===== config.mk =====
export PLATFORM = sky130hd
export DESIGN_NAME = conv_top
export DESIGN_NICKNAME = d
export VERILOG_FILES = /design/src/hw/conv_pkg.sv /design/src/hw/coef_loader.sv /design/src/hw/pixel_window.sv /design/src/hw/conv_mac.sv /design/src/hw/result_tracker.sv /design/src/hw/conv_top.sv
export SDC_FILE = /design/constraint.sdc
export NUM_CORES = 2
export LEC_CHECK = 0
export CELL_PAD_IN_SITES_DETAIL_PLACEMENT = 0
export CELL_PAD_IN_SITES_GLOBAL_PLACEMENT = 1
export CORE_UTILIZATION = 58
export CTS_BUF_LIST = sky130_fd_sc_hd__clkbuf_8
export DETAILED_ROUTE_END_ITERATION = 12
export DONT_BUFFER_PORTS = 1
export PLACE_DENSITY_LB_ADDON = 0.1
export SLEW_MARGIN = 20
export SYNTH_ARGS = -nofsm -noshare
export SYNTH_HDL_FRONTEND = slang
export SYNTH_SLANG_ARGS = --single-unit

===== constraint.sdc =====
create_clock -name clk -period 19.2 [get_ports clk]
set_clock_uncertainty 0.1 [all_clocks]
set_input_delay 0 -clock clk [delete_from_list [all_inputs] [get_ports clk]]
set_output_delay 0 -clock clk [all_outputs]
set_load 0.005 [all_outputs]

===== src/hw/conv_pkg.sv =====
package conv_pkg;

	// data widths
	localparam int PIXEL_W = 8;
	localparam int COEF_W = 8;

	// 9 x 255 x 128 plus a bias still fits in 20 signed bits
	localparam int ACC_W = 20;

	// 3x3 kernel
	localparam int KERNEL_TAPS = 9;

	// row and column index width
	localparam int POS_W = 8;

	// pixels are unsigned
	typedef logic [PIXEL_W-1:0] pixel_t;

	// weights and biases are signed
	typedef logic signed [COEF_W-1:0] coef_t;

	// per-channel convolution result
	typedef logic signed [ACC_W-1:0] acc_t;

	typedef logic [POS_W-1:0] pos_t;

	// weights come first in the coefficient stream, then biases
	typedef enum logic [1:0]
	{
		LOAD_WEIGHTS = 2'd0,
		LOAD_BIAS    = 2'd1,
		LOADED       = 2'd2
	} load_state_t;

endpackage


===== src/hw/coef_loader.sv =====
`timescale 1ns/100ps

module coef_loader #(
	parameter int CH_NUM = 2
)(
	input  logic                                                  clk,
	input  logic                                                  rst,
	input  logic                                                  coef_req,
	input  conv_pkg::coef_t                                       coef_data,
	output logic                                                  coef_ack,
	output logic                                                  coef_ready,
	output logic [CH_NUM*conv_pkg::KERNEL_TAPS*conv_pkg::COEF_W-1:0] weights,
	output logic [CH_NUM*conv_pkg::COEF_W-1:0]                      biases
);
	localparam int N_WEIGHTS = CH_NUM * conv_pkg::KERNEL_TAPS;
	localparam int CNT_W = $clog2(N_WEIGHTS + 1);

	conv_pkg::load_state_t state;
	logic [CNT_W-1:0]      tap_cnt;
	logic                  capture;
	conv_pkg::coef_t       weight_reg [N_WEIGHTS];
	conv_pkg::coef_t       bias_reg [CH_NUM];

	// new word on the rising half of the handshake
	assign capture = coef_req && !coef_ack && (state != conv_pkg::LOADED);
	assign coef_ready = (state == conv_pkg::LOADED);

	always_ff @(posedge clk or posedge rst)
	begin
		if (rst)
		begin
			state <= conv_pkg::LOAD_WEIGHTS;
			tap_cnt <= '0;
			coef_ack <= 1'b0;
		end
		else
		begin
			if (capture)
				coef_ack <= 1'b1;
			else if (!coef_req)
				coef_ack <= 1'b0;

			if (capture)
			begin
				case (state)
				conv_pkg::LOAD_WEIGHTS:
				begin
					if (tap_cnt == CNT_W'(N_WEIGHTS - 1))
					begin
						state <= conv_pkg::LOAD_BIAS;
						tap_cnt <= '0;
					end
					else
						tap_cnt <= tap_cnt + 1'b1;
				end
				conv_pkg::LOAD_BIAS:
				begin
					if (tap_cnt == CNT_W'(CH_NUM - 1))
						state <= conv_pkg::LOADED;
					else
						tap_cnt <= tap_cnt + 1'b1;
				end
				default:
					state <= state;
				endcase
			end
		end
	end

	// shift chains, first word ends up at index 0
	always_ff @(posedge clk or posedge rst)
	begin
		if (rst)
		begin
			for (int i = 0; i < N_WEIGHTS; i++)
				weight_reg[i] <= '0;
			for (int i = 0; i < CH_NUM; i++)
				bias_reg[i] <= '0;
		end
		else if (capture && state == conv_pkg::LOAD_WEIGHTS)
		begin
			for (int i = 0; i < N_WEIGHTS - 1; i++)
				weight_reg[i] <= weight_reg[i+1];
			weight_reg[N_WEIGHTS-1] <= coef_data;
		end
		else if (capture && state == conv_pkg::LOAD_BIAS)
		begin
			for (int i = 0; i < CH_NUM - 1; i++)
				bias_reg[i] <= bias_reg[i+1];
			bias_reg[CH_NUM-1] <= coef_data;
		end
	end

	always_comb
	begin
		for (int i = 0; i < N_WEIGHTS; i++)
			weights[i*conv_pkg::COEF_W +: conv_pkg::COEF_W] = weight_reg[i];
		for (int i = 0; i < CH_NUM; i++)
			biases[i*conv_pkg::COEF_W +: conv_pkg::COEF_W] = bias_reg[i];
	end

	ack_follows_req: assert property (@(posedge clk) disable iff (rst)
		$rose(coef_ack) |-> $past(coef_req));

	// once loaded the coefficient set is frozen until reset
	frozen_when_loaded: assert property (@(posedge clk) disable iff (rst)
		(state == conv_pkg::LOADED) |=> (state == conv_pkg::LOADED) && !$rose(coef_ack)
			&& $stable(weights) && $stable(biases));

endmodule


===== src/hw/pixel_window.sv =====
`timescale 1ns/100ps

module pixel_window #(
	parameter int IMG_WIDTH = 8
)(
	input  logic                                              clk,
	input  logic                                              rst,
	input  logic                                              pix_req,
	input  conv_pkg::pixel_t                                  pix_data,
	input  logic                                              coef_ready,
	output logic                                              pix_ack,
	output logic                                              pix_accept,
	output logic [conv_pkg::KERNEL_TAPS*conv_pkg::PIXEL_W-1:0] window
);
	// three window registers per row sit in front of each line buffer
	localparam int LB_LEN = IMG_WIDTH - 3;

	conv_pkg::pixel_t line_buf [2][LB_LEN];
	conv_pkg::pixel_t win [conv_pkg::KERNEL_TAPS];
	conv_pkg::pixel_t row_in [3];
	logic             accept;

	// requests wait until all coefficients are in
	assign accept = pix_req && !pix_ack && coef_ready;

	// row 2 is the newest row, row 0 the oldest
	assign row_in[2] = pix_data;
	assign row_in[1] = line_buf[0][LB_LEN-1];
	assign row_in[0] = line_buf[1][LB_LEN-1];

	always_ff @(posedge clk or posedge rst)
	begin
		if (rst)
		begin
			pix_ack <= 1'b0;
			pix_accept <= 1'b0;
		end
		else
		begin
			pix_accept <= accept;
			if (accept)
				pix_ack <= 1'b1;
			else if (!pix_req)
				pix_ack <= 1'b0;
		end
	end

	// tap index is row*3+col, col 0 holds the oldest pixel of that row
	always_ff @(posedge clk or posedge rst)
	begin
		if (rst)
		begin
			for (int t = 0; t < conv_pkg::KERNEL_TAPS; t++)
				win[t] <= '0;
		end
		else if (accept)
		begin
			for (int r = 0; r < 3; r++)
			begin
				win[r*3+2] <= row_in[r];
				win[r*3+1] <= win[r*3+2];
				win[r*3] <= win[r*3+1];
			end
		end
	end

	// line buffers fed from the oldest register of the row below
	always_ff @(posedge clk)
	begin
		if (accept)
		begin
			line_buf[0][0] <= win[6];
			line_buf[1][0] <= win[3];
			for (int i = 1; i < LB_LEN; i++)
			begin
				line_buf[0][i] <= line_buf[0][i-1];
				line_buf[1][i] <= line_buf[1][i-1];
			end
		end
	end

	always_comb
	begin
		for (int t = 0; t < conv_pkg::KERNEL_TAPS; t++)
			window[t*conv_pkg::PIXEL_W +: conv_pkg::PIXEL_W] = win[t];
	end

	no_grant_before_coefs: assert property (@(posedge clk) disable iff (rst)
		$rose(pix_ack) |-> $past(coef_ready));

	single_cycle_accept: assert property (@(posedge clk) disable iff (rst)
		pix_accept |=> !pix_accept);

endmodule


===== src/hw/conv_mac.sv =====
`timescale 1ns/100ps

module conv_mac #(
	parameter int CH_NUM = 2
)(
	input  logic                                                     clk,
	input  logic                                                     rst,
	input  logic [conv_pkg::KERNEL_TAPS*conv_pkg::PIXEL_W-1:0]        window,
	input  logic [CH_NUM*conv_pkg::KERNEL_TAPS*conv_pkg::COEF_W-1:0]  weights,
	input  logic [CH_NUM*conv_pkg::COEF_W-1:0]                        biases,
	output logic [CH_NUM*conv_pkg::ACC_W-1:0]                         result_data
);
	localparam int PW = conv_pkg::PIXEL_W;
	localparam int CW = conv_pkg::COEF_W;
	localparam int TAPS = conv_pkg::KERNEL_TAPS;

	genvar ch;
	generate
		for (ch = 0; ch < CH_NUM; ch++)
		begin : g_ch
			conv_pkg::acc_t prod [TAPS];
			conv_pkg::acc_t lvl1 [4];
			conv_pkg::acc_t lvl2 [2];
			conv_pkg::acc_t sum;

			always_comb
			begin
				// zero-extend the pixel so it multiplies as a positive value
				for (int t = 0; t < TAPS; t++)
					prod[t] = $signed({1'b0, window[t*PW +: PW]})
						* $signed(weights[(ch*TAPS + t)*CW +: CW]);
				for (int i = 0; i < 4; i++)
					lvl1[i] = prod[2*i] + prod[2*i+1];
				lvl2[0] = lvl1[0] + lvl1[1];
				lvl2[1] = lvl1[2] + lvl1[3];
				// ninth tap and bias join at the root
				sum = lvl2[0] + lvl2[1] + prod[8] + $signed(biases[ch*CW +: CW]);
			end

			always_ff @(posedge clk or posedge rst)
			begin
				if (rst)
					result_data[ch*conv_pkg::ACC_W +: conv_pkg::ACC_W] <= '0;
				else
					result_data[ch*conv_pkg::ACC_W +: conv_pkg::ACC_W] <= sum;
			end
		end
	endgenerate

endmodule


===== src/hw/result_tracker.sv =====
`timescale 1ns/100ps

module result_tracker #(
	parameter int IMG_WIDTH = 8,
	parameter int IMG_HEIGHT = 6
)(
	input  logic           clk,
	input  logic           rst,
	input  logic           pix_accept,
	output logic           result_valid,
	output conv_pkg::pos_t result_row,
	output conv_pkg::pos_t result_col,
	output logic           frame_done
);
	// position of the next pixel to arrive
	conv_pkg::pos_t in_row;
	conv_pkg::pos_t in_col;
	logic           last_col;
	logic           last_row;
	logic           full_window;

	assign last_col = (in_col == conv_pkg::pos_t'(IMG_WIDTH - 1));
	assign last_row = (in_row == conv_pkg::pos_t'(IMG_HEIGHT - 1));

	// a full 3x3 window exists once two rows and two columns are behind
	assign full_window = (in_row >= conv_pkg::pos_t'(2)) && (in_col >= conv_pkg::pos_t'(2));

	always_ff @(posedge clk or posedge rst)
	begin
		if (rst)
		begin
			in_row <= '0;
			in_col <= '0;
		end
		else if (pix_accept)
		begin
			if (last_col)
			begin
				in_col <= '0;
				if (last_row)
					in_row <= '0;
				else
					in_row <= in_row + 1'b1;
			end
			else
				in_col <= in_col + 1'b1;
		end
	end

	// strobe lines up with the registered MAC output
	always_ff @(posedge clk or posedge rst)
	begin
		if (rst)
		begin
			result_valid <= 1'b0;
			frame_done <= 1'b0;
			result_row <= '0;
			result_col <= '0;
		end
		else
		begin
			result_valid <= pix_accept && full_window;
			frame_done <= pix_accept && last_row && last_col;
			if (pix_accept)
			begin
				// top-left corner of the window
				result_row <= in_row - conv_pkg::pos_t'(2);
				result_col <= in_col - conv_pkg::pos_t'(2);
			end
		end
	end

	done_with_result: assert property (@(posedge clk) disable iff (rst)
		frame_done |-> result_valid);

endmodule


===== src/hw/conv_top.sv =====
`timescale 1ns/100ps

module conv_top #(
	parameter int IMG_WIDTH = 8,
	parameter int IMG_HEIGHT = 6,
	parameter int CH_NUM = 2
)(
	input  logic                                clk,
	input  logic                                rst,
	input  logic                                coef_req,
	input  conv_pkg::coef_t                     coef_data,
	input  logic                                pix_req,
	input  conv_pkg::pixel_t                    pix_data,
	output logic                                coef_ack,
	output logic                                pix_ack,
	output logic                                coef_ready,
	output logic [CH_NUM*conv_pkg::ACC_W-1:0]   result_data,
	output logic                                result_valid,
	output conv_pkg::pos_t                      result_row,
	output conv_pkg::pos_t                      result_col,
	output logic                                frame_done
);
	logic [CH_NUM*conv_pkg::KERNEL_TAPS*conv_pkg::COEF_W-1:0] weights;
	logic [CH_NUM*conv_pkg::COEF_W-1:0]                        biases;
	logic [conv_pkg::KERNEL_TAPS*conv_pkg::PIXEL_W-1:0]        window;
	logic                                                      pix_accept;

	coef_loader #(
		.CH_NUM(CH_NUM)
	) u_coef_loader (
		.clk(clk),
		.rst(rst),
		.coef_req(coef_req),
		.coef_data(coef_data),
		.coef_ack(coef_ack),
		.coef_ready(coef_ready),
		.weights(weights),
		.biases(biases)
	);

	pixel_window #(
		.IMG_WIDTH(IMG_WIDTH)
	) u_pixel_window (
		.clk(clk),
		.rst(rst),
		.pix_req(pix_req),
		.pix_data(pix_data),
		.coef_ready(coef_ready),
		.pix_ack(pix_ack),
		.pix_accept(pix_accept),
		.window(window)
	);

	conv_mac #(
		.CH_NUM(CH_NUM)
	) u_conv_mac (
		.clk(clk),
		.rst(rst),
		.window(window),
		.weights(weights),
		.biases(biases),
		.result_data(result_data)
	);

	result_tracker #(
		.IMG_WIDTH(IMG_WIDTH),
		.IMG_HEIGHT(IMG_HEIGHT)
	) u_result_tracker (
		.clk(clk),
		.rst(rst),
		.pix_accept(pix_accept),
		.result_valid(result_valid),
		.result_row(result_row),
		.result_col(result_col),
		.frame_done(frame_done)
	);

endmodule


Word-level counts from Yosys, hierarchy flattened
Memory sizes are Yosys's and may differ from the RTL's.
Index checks and enable logic that the tools add are counted.
{"block": "totals", "elab_cells": 131, "n_memories": 1, "regBits": 316, "out_inout_bits": 61, "ram_bits": 80, "inputBits": 20}
{"memory": "u_pixel_window.line_buf", "words": 2, "width": 40, "rd": 2, "rd_clocked_by_memory_dff": 0, "wr": 2, "line": "pixel_window.sv:18", "text": "conv_pkg::pixel_t line_buf [2][LB_LEN];"}
{"block": "classes", "magnitude_cmp": 2, "muxes": 14, "eq_ne": 12, "mul": 18, "bitwise_logic": 1, "n_reduce_logical": 18, "add_sub_neg": 23}
{"cell": "20-bit adder", "count": 16}
{"cell": "9-bit by 8-bit multiplier with 17-bit output", "count": 18}
{"cell": "20-bit by 8-bit adder with 20-bit output", "count": 2}
{"cell": "8-bit by 1-bit adder with 8-bit output, second input constant", "count": 2}
{"cell": "8-bit by 3-bit equality test with 1-bit output, second input constant", "count": 2}
{"cell": "8-bit by 2-bit >= comparator with 1-bit output, second input constant", "count": 2}
{"cell": "8-bit 2-to-1 mux", "count": 2}
{"cell": "8-bit by 2-bit subtractor with 8-bit output, second input constant", "count": 2}
{"cell": "1-bit logical AND", "count": 10}
{"cell": "5-bit 2-to-1 mux", "count": 2}
{"cell": "5-bit case mux with 2 select lines", "count": 1}
{"cell": "2-bit by 1-bit != test with 1-bit output, second input constant", "count": 4}
{"cell": "1-bit 2-to-1 mux", "count": 6}
{"cell": "5-bit by 1-bit adder with 5-bit output, second input constant", "count": 1}
{"cell": "5-bit by 1-bit equality test with 1-bit output, second input constant", "count": 1}
{"cell": "5-bit equality test, second input constant", "count": 1}
{"cell": "2-bit 2-to-1 mux", "count": 2}
{"cell": "2-bit != test, second input constant", "count": 2}
{"cell": "2-bit case mux with 2 select lines", "count": 1}
{"cell": "2-bit AND reduction", "count": 2}
{"cell": "4-bit AND reduction", "count": 1}
{"cell": "3-bit AND reduction", "count": 1}
{"cell": "2-bit by 1-bit equality test with 1-bit output, second input constant", "count": 1}
{"cell": "2-bit equality test, second input constant", "count": 1}
{"cell": "other kinds (4)", "count": 5}

Longest topological paths before layout
{"block": "depth", "depth_word": 6, "depth_mapped": 35, "mapped_depth_nobuf": 34}

Hierarchy
Synthesis repeated with hierarchy kept, for this count alone.
{"block": "hier_totals", "cells_unflattened": 5870, "area_unflattened_um2": 60349.1}
{"module": "conv_mac", "n_inst": 1, "area_each_um2": 46826.2, "cells_per_inst": 5086, "seq_area_each_um2": 1001.0}
{"module": "coef_loader", "n_inst": 1, "area_each_um2": 6354.8, "cells_per_inst": 378, "seq_area_each_um2": 4204.0}
{"module": "pixel_window", "n_inst": 1, "area_each_um2": 5497.8, "cells_per_inst": 238, "seq_area_each_um2": 4254.1}
{"module": "result_tracker", "n_inst": 1, "area_each_um2": 1670.4, "cells_per_inst": 168, "seq_area_each_um2": 850.8}

Worst setup path after synthesis
OpenSTA, ideal clock, no wires.
{"block": "synth_path", "kind": "reg2reg", "start": "register u_pixel_window.win, in the netlist u_pixel_window.window[14]", "end": "register u_conv_mac.result_data[19] in the netlist's numbering", "required_ns": 18.966, "synth_period_minus_slack_ns": 8.544, "path_buffers": 2, "t_arrival_ns": 8.311, "slack_ns": 10.656, "stages_incl_launch_ff": 32, "setup_time_ns": 0.134, "cell_sequence": "dfrtp_1 clkbuf_1 nand2_1 fa_1 fa_1 inv_1 fa_1 inv_1 fa_1 inv_1 ha_1 o21a_1 nor2_1 a21oi_1 a41o_1 o41ai_1 xor2_1 fa_1 inv_1 fa_1 fa_1 fa_1 fa_1 ha_1 buf_2 a21o_1 a21o_1 a21oi_1 nor2b_1 a311oi_2 xnor2_1 xnor3_1"}
{"block": "synth_between", "elab_chain_len": 6}
{"element": "from (decl)", "line": "pixel_window.sv:19", "text": "conv_pkg::pixel_t win [conv_pkg::KERNEL_TAPS];"}
{"element": "from (signal, indexed assignment)", "line": "pixel_window.sv:60", "text": "win[r*3+2] <= row_in[r];"}
{"element": "from (signal, indexed assignment)", "line": "pixel_window.sv:61", "text": "win[r*3+1] <= win[r*3+2];"}
{"element": "from (signal, indexed assignment)", "line": "pixel_window.sv:62", "text": "win[r*3] <= win[r*3+1];"}
{"element": "9-bit by 8-bit multiplier with 17-bit output", "line": "conv_mac.sv:31", "text": "* $signed(weights[(ch*TAPS + t)*CW +: CW]);"}
{"element": "20-bit adder", "line": "conv_mac.sv:33", "text": "lvl1[i] = prod[2*i] + prod[2*i+1];"}
{"element": "20-bit adder", "line": "conv_mac.sv:34", "text": "lvl2[0] = lvl1[0] + lvl1[1];"}
{"element": "20-bit adder (2 in series)", "line": "conv_mac.sv:37", "text": "sum = lvl2[0] + lvl2[1] + prod[8] + $signed(biases[ch*CW +: CW]);"}
{"element": "20-bit by 8-bit adder with 20-bit output", "line": "conv_mac.sv:37"}
{"element": "net u_conv_mac.g_ch[0].sum[19]", "line": "conv_mac.sv:24", "text": "conv_pkg::acc_t sum;"}
{"element": "to (signal, indexed assignment)", "line": "conv_mac.sv:45", "text": "result_data[ch*conv_pkg::ACC_W +: conv_pkg::ACC_W] <= sum;"}
{"element": "to (decl)", "line": "conv_mac.sv:11", "text": "output logic [CH_NUM*conv_pkg::ACC_W-1:0] result_data"}
The timed path passes the listed nets, and every way through them passes these cells.
A chain may end at the register's enable or synchronous reset.

Worst setup path after layout
{"block": "layout_path", "start": "register u_pixel_window.win, in the netlist u_pixel_window.window[44], read port of u_pixel_window.line_buf", "end": "register u_conv_mac.result_data[38] in the netlist's numbering"}
{"block": "layout_between", "elab_chain_len": 6}
{"element": "9-bit by 8-bit multiplier with 17-bit output", "line": "conv_mac.sv:31"}
{"element": "20-bit adder", "line": "conv_mac.sv:33"}
{"element": "20-bit adder", "line": "conv_mac.sv:35", "text": "lvl2[1] = lvl1[2] + lvl1[3];"}
{"element": "20-bit adder (2 in series)", "line": "conv_mac.sv:37"}
{"element": "20-bit by 8-bit adder with 20-bit output", "line": "conv_mac.sv:37"}
{"element": "net u_conv_mac.g_ch[1].sum[18]", "line": "conv_mac.sv:24"}
The timed path passes the listed nets, and every way through them passes these cells.

==> metrics.cfg <==
[sta]
period_minus_slack_ns = 9.39
finalHoldViolCount = 0
final-max-slew-violation-count = 0
tightestPinTransition_ns = 1.01
fin_crit_sh_pct = 48.9
setup_repair_after_global_routing_missed_its_margin = no
max_clk_rate_ghz = 0.107
post-route-worst-setup-slack_ns = 9.81
final-setup-viol-count = 0
maxSlewHeadroom_pct = 32.9
setup_tns_ns = 0

[clocking]
cts-hold-fix-buffers = 48
cts_max_path_buffers = 3
clockRootBuffer = sky130_fd_sc_hd__clkbuf_8
cts-buffers-inserted = 80
clk_transition_reported_paths_ns = 0.06
post_cts_buffers = 0
cts-htree-levels = 3
clock_latency_late_sink_ns = 0.76
postCtsResizedCells = 0
cts_tree = yes
numClockSinks = 396

[grt]
first_global_vias = 44700
first_pass_grt_wire_length_um = 257000
globalRouteOverflowTotal = 0
pin_count_of_the_biggest_net_entering_global_routing = 87
number_of_antenna_violations_at_the_first_check_in_global_routing = 2
global_route.usage.total_pct = 31.4

[layout]
finish.net_count = 8150
fillers = 9133
syn_to_final_growth_pct = 5.41
ff_latch_area_um2 = 10300
multiInputGateArea_um2 = 45800
drive_above_1_share_pct = 6.23
layout.cell_area.non_filler_um2 = 65600

[synth]
synth-seq-area-share_pct = 16.6
yosys.area_share.xor_xnor_pct = 3.67
synth_compound_area_share_pct = 4.87
synth.cells.most_frequent = 1430 x sky130_fd_sc_hd__inv_1, 942 x sky130_fd_sc_hd__fa_1, 831 x sky130_fd_sc_hd__ha_1
post_synth_mux_area_share_pct = 4.07
synth_adder_area_share_pct = 47.0
yosysMostFrequentCell = sky130_fd_sc_hd__inv_1
netlist_area_um2 = 62200
synth_nets = 8189
synth_seq_cells = 396
post_synth_main_area_contributors = sky130_fd_sc_hd__fa_1 30%, sky130_fd_sc_hd__ha_1 17%, sky130_fd_sc_hd__dfrtp_1 13%
synthFlopType = sky130_fd_sc_hd__dfrtp_1
postSynthAreaPerCell_um2 = 9.73
post-synth-top-area-cell = sky130_fd_sc_hd__fa_1
combinational_family_with_the_most_area_after_synthesis = adder cells
yosys_warnings = 0
synth_top_cell_area_share_pct = 30.3
async_flop_share_pct = 79.8
synth-edff-count = 80
syn-instance-count = 6396
yosys.area_share.simple_pct = 14.0
synth_cell_types = 81

[placement]
placement.cell_area_um2 = 63400
routabilityCongestion = 0.965
buffer_ports.inserted = 0
place.detailed.hpwl_um = 132000
post-place-ws_ns = 9.85

[run]
drv_cap = 0

[floorplan]
die_h_um = 330
top_level_ports = 81
fp.dieW_um = 330
coreArea_um2 = 106000
number_of_rows_created_at_floorplan = 119
floorplan.die_area_um2 = 109000
initial_core_util_pct = 58.8

[critical_path]
crit_path_max_fanout = 18
critPathMostFrequentCell = sky130_fd_sc_hd__fa_1
timing.critical_path.to_type = flip-flop
cpPeakStageDelay_ns = 0.82
arrival_ns = 9.91
crit_required_ns = 19.72
setup.worst_path.class = flip-flop to flip-flop
master_of_the_slowest_instance_on_the_critical_path = sky130_fd_sc_hd__dfrtp_1
setup.worst_path.start_class = flip-flop

[hold_path]
hp-class = flip-flop to flip-flop

[route]
firstDrtPassIters = 8
drtIter0Drc = 2400
dr_total_vias = 43000
drt_wl_total_um = 163000
avg_wl_per_cell_um = 20.9
route.detailed.vias_per_inst = 5.50
drc = 0
postRouteAntennaNets = 0

[run_status]
outcome = finished clean

==> per-stage QoR <==
stage	instances	hold slack, ns	util (%)
CTS	7812	0.282	61.9
floorplan	6396	0.0168	-
global placement	7618	-0.0626	59.8
finish	7818	0.298	61.9
detailed placement	7618	-0.0597	59.8
global route	7817	0.301	61.9
==> cell type report <==
| type | instances | share of cell area [%] |
|---|---|---|
| Inverter | 1431 | 8.20 |
| Antenna cell | 6 | 0.0229 |
| Clock buffer | 85 | 1.78 |
| Sequential cell | 396 | 15.7 |
| Clock inverter | 61 | 0.824 |
| Timing Repair Buffer | 65 | 0.954 |
| Tap cell | 1391 | 2.65 |
| Multi-Input combinational cell | 4383 | 69.8 |
==> flip-flops by register name, indices dropped and copies added (netlist names) <==
signal and flops:
u_pixel_window.pix_ack 1, u_result_tracker.frame_done 1, u_coef_loader.tap_cnt 5, u_result_tracker.in_col 8
u_coef_loader.coef_ack 1, u_result_tracker.result_row 8, u_result_tracker.result_col 8, u_coef_loader.weights 144
u_conv_mac.result_data 40, u_coef_loader.biases 16, u_coef_loader.state 2, u_result_tracker.result_valid 1
u_result_tracker.in_row 8, u_pixel_window.pix_accept 1, u_pixel_window.window 72, u_pixel_window.line_buf 80
==> path summary, 6_finish.rpt <==
check                                               startpoint                             end  slack, ns  cells past startpoint
worst max register to register       u_pixel_window.window[44]      u_conv_mac.result_data[38]       9.81                     29
max in group asynchronous                                  rst       u_pixel_window.window[50]      17.64                      4
worst min-delay path            u_pixel_window.line_buf[0][16]   u_pixel_window.line_buf[0][8]       0.30                      0
worst max-delay path                 u_pixel_window.window[44]      u_conv_mac.result_data[38]       9.81                     29
min in group asynchronous                                  rst  u_result_tracker.result_col[4]       0.44                      4
worst min register to register  u_pixel_window.line_buf[0][16]   u_pixel_window.line_buf[0][8]       0.30                      0
==> cell families (layout without fill, tap and decap cells) <==
family,Yosys count,after routing
XOR/XNOR,259,259
flip-flops,396,396
buffers and inverters,1617,1642
AND/OR/NAND/NOR,1659,1659
other,0,6
AO/OA/AOI/OAI,466,466
multiplexers,226,226
adder cells (fa/ha/maj),1773,1773
==> placed cells by master, fill, tap and decap left out, types with 17 or more instances in the layout <==
cell type / count
sky130_fd_sc_hd__and2_1: 634
sky130_fd_sc_hd__xor2_1: 88
sky130_fd_sc_hd__o21bai_1: 17
sky130_fd_sc_hd__ha_1: 831
sky130_fd_sc_hd__edfxtp_1: 80
sky130_fd_sc_hd__nand3_1: 43
sky130_fd_sc_hd__a21o_1: 44
sky130_fd_sc_hd__nor2b_1: 27
sky130_fd_sc_hd__and3_1: 28
sky130_fd_sc_hd__o21ai_0: 85
sky130_fd_sc_hd__nand2_1: 471
sky130_fd_sc_hd__dlygate4sd3_1: 47
sky130_fd_sc_hd__or3_1: 26
sky130_fd_sc_hd__fa_1: 942
sky130_fd_sc_hd__inv_1: 1448
sky130_fd_sc_hd__o21a_1: 23
sky130_fd_sc_hd__dfrtp_1: 316
sky130_fd_sc_hd__nor2_1: 195
sky130_fd_sc_hd__clkbuf_8: 85
sky130_fd_sc_hd__xnor2_1: 170
sky130_fd_sc_hd__mux2_2: 217
sky130_fd_sc_hd__buf_4: 17
sky130_fd_sc_hd__nand2b_1: 108
sky130_fd_sc_hd__nand4_1: 17
sky130_fd_sc_hd__a21oi_1: 162
sky130_fd_sc_hd__nor3_1: 53
==> critical path, delay by kind of cell (launching register included) <==
kind / cells / cell delay, ns
flops: 1 / 0.82
buf+inv: 5 / 0.31
compound gates: 6 / 1.59
xor+xnor: 2 / 0.47
fa+ha+maj: 11 / 5.24
simple gates: 5 / 0.74
==> layer usage <==
layer | part of all wire, % | vias up | GRT usage (%)
li1 | - | 19700 | -
met2 | 46 | 1159 | 50.0
met5 | 0 | - | 0
met1 | 44 | 22000 | 44.2
met3 | 7.0 | 211 | 5.28
met4 | 2.9 | 0 | 9.12
Power is left out: the tool's default activity adds up to more than one toggle a clock period on the data nets, which glitch-free logic cannot reach.
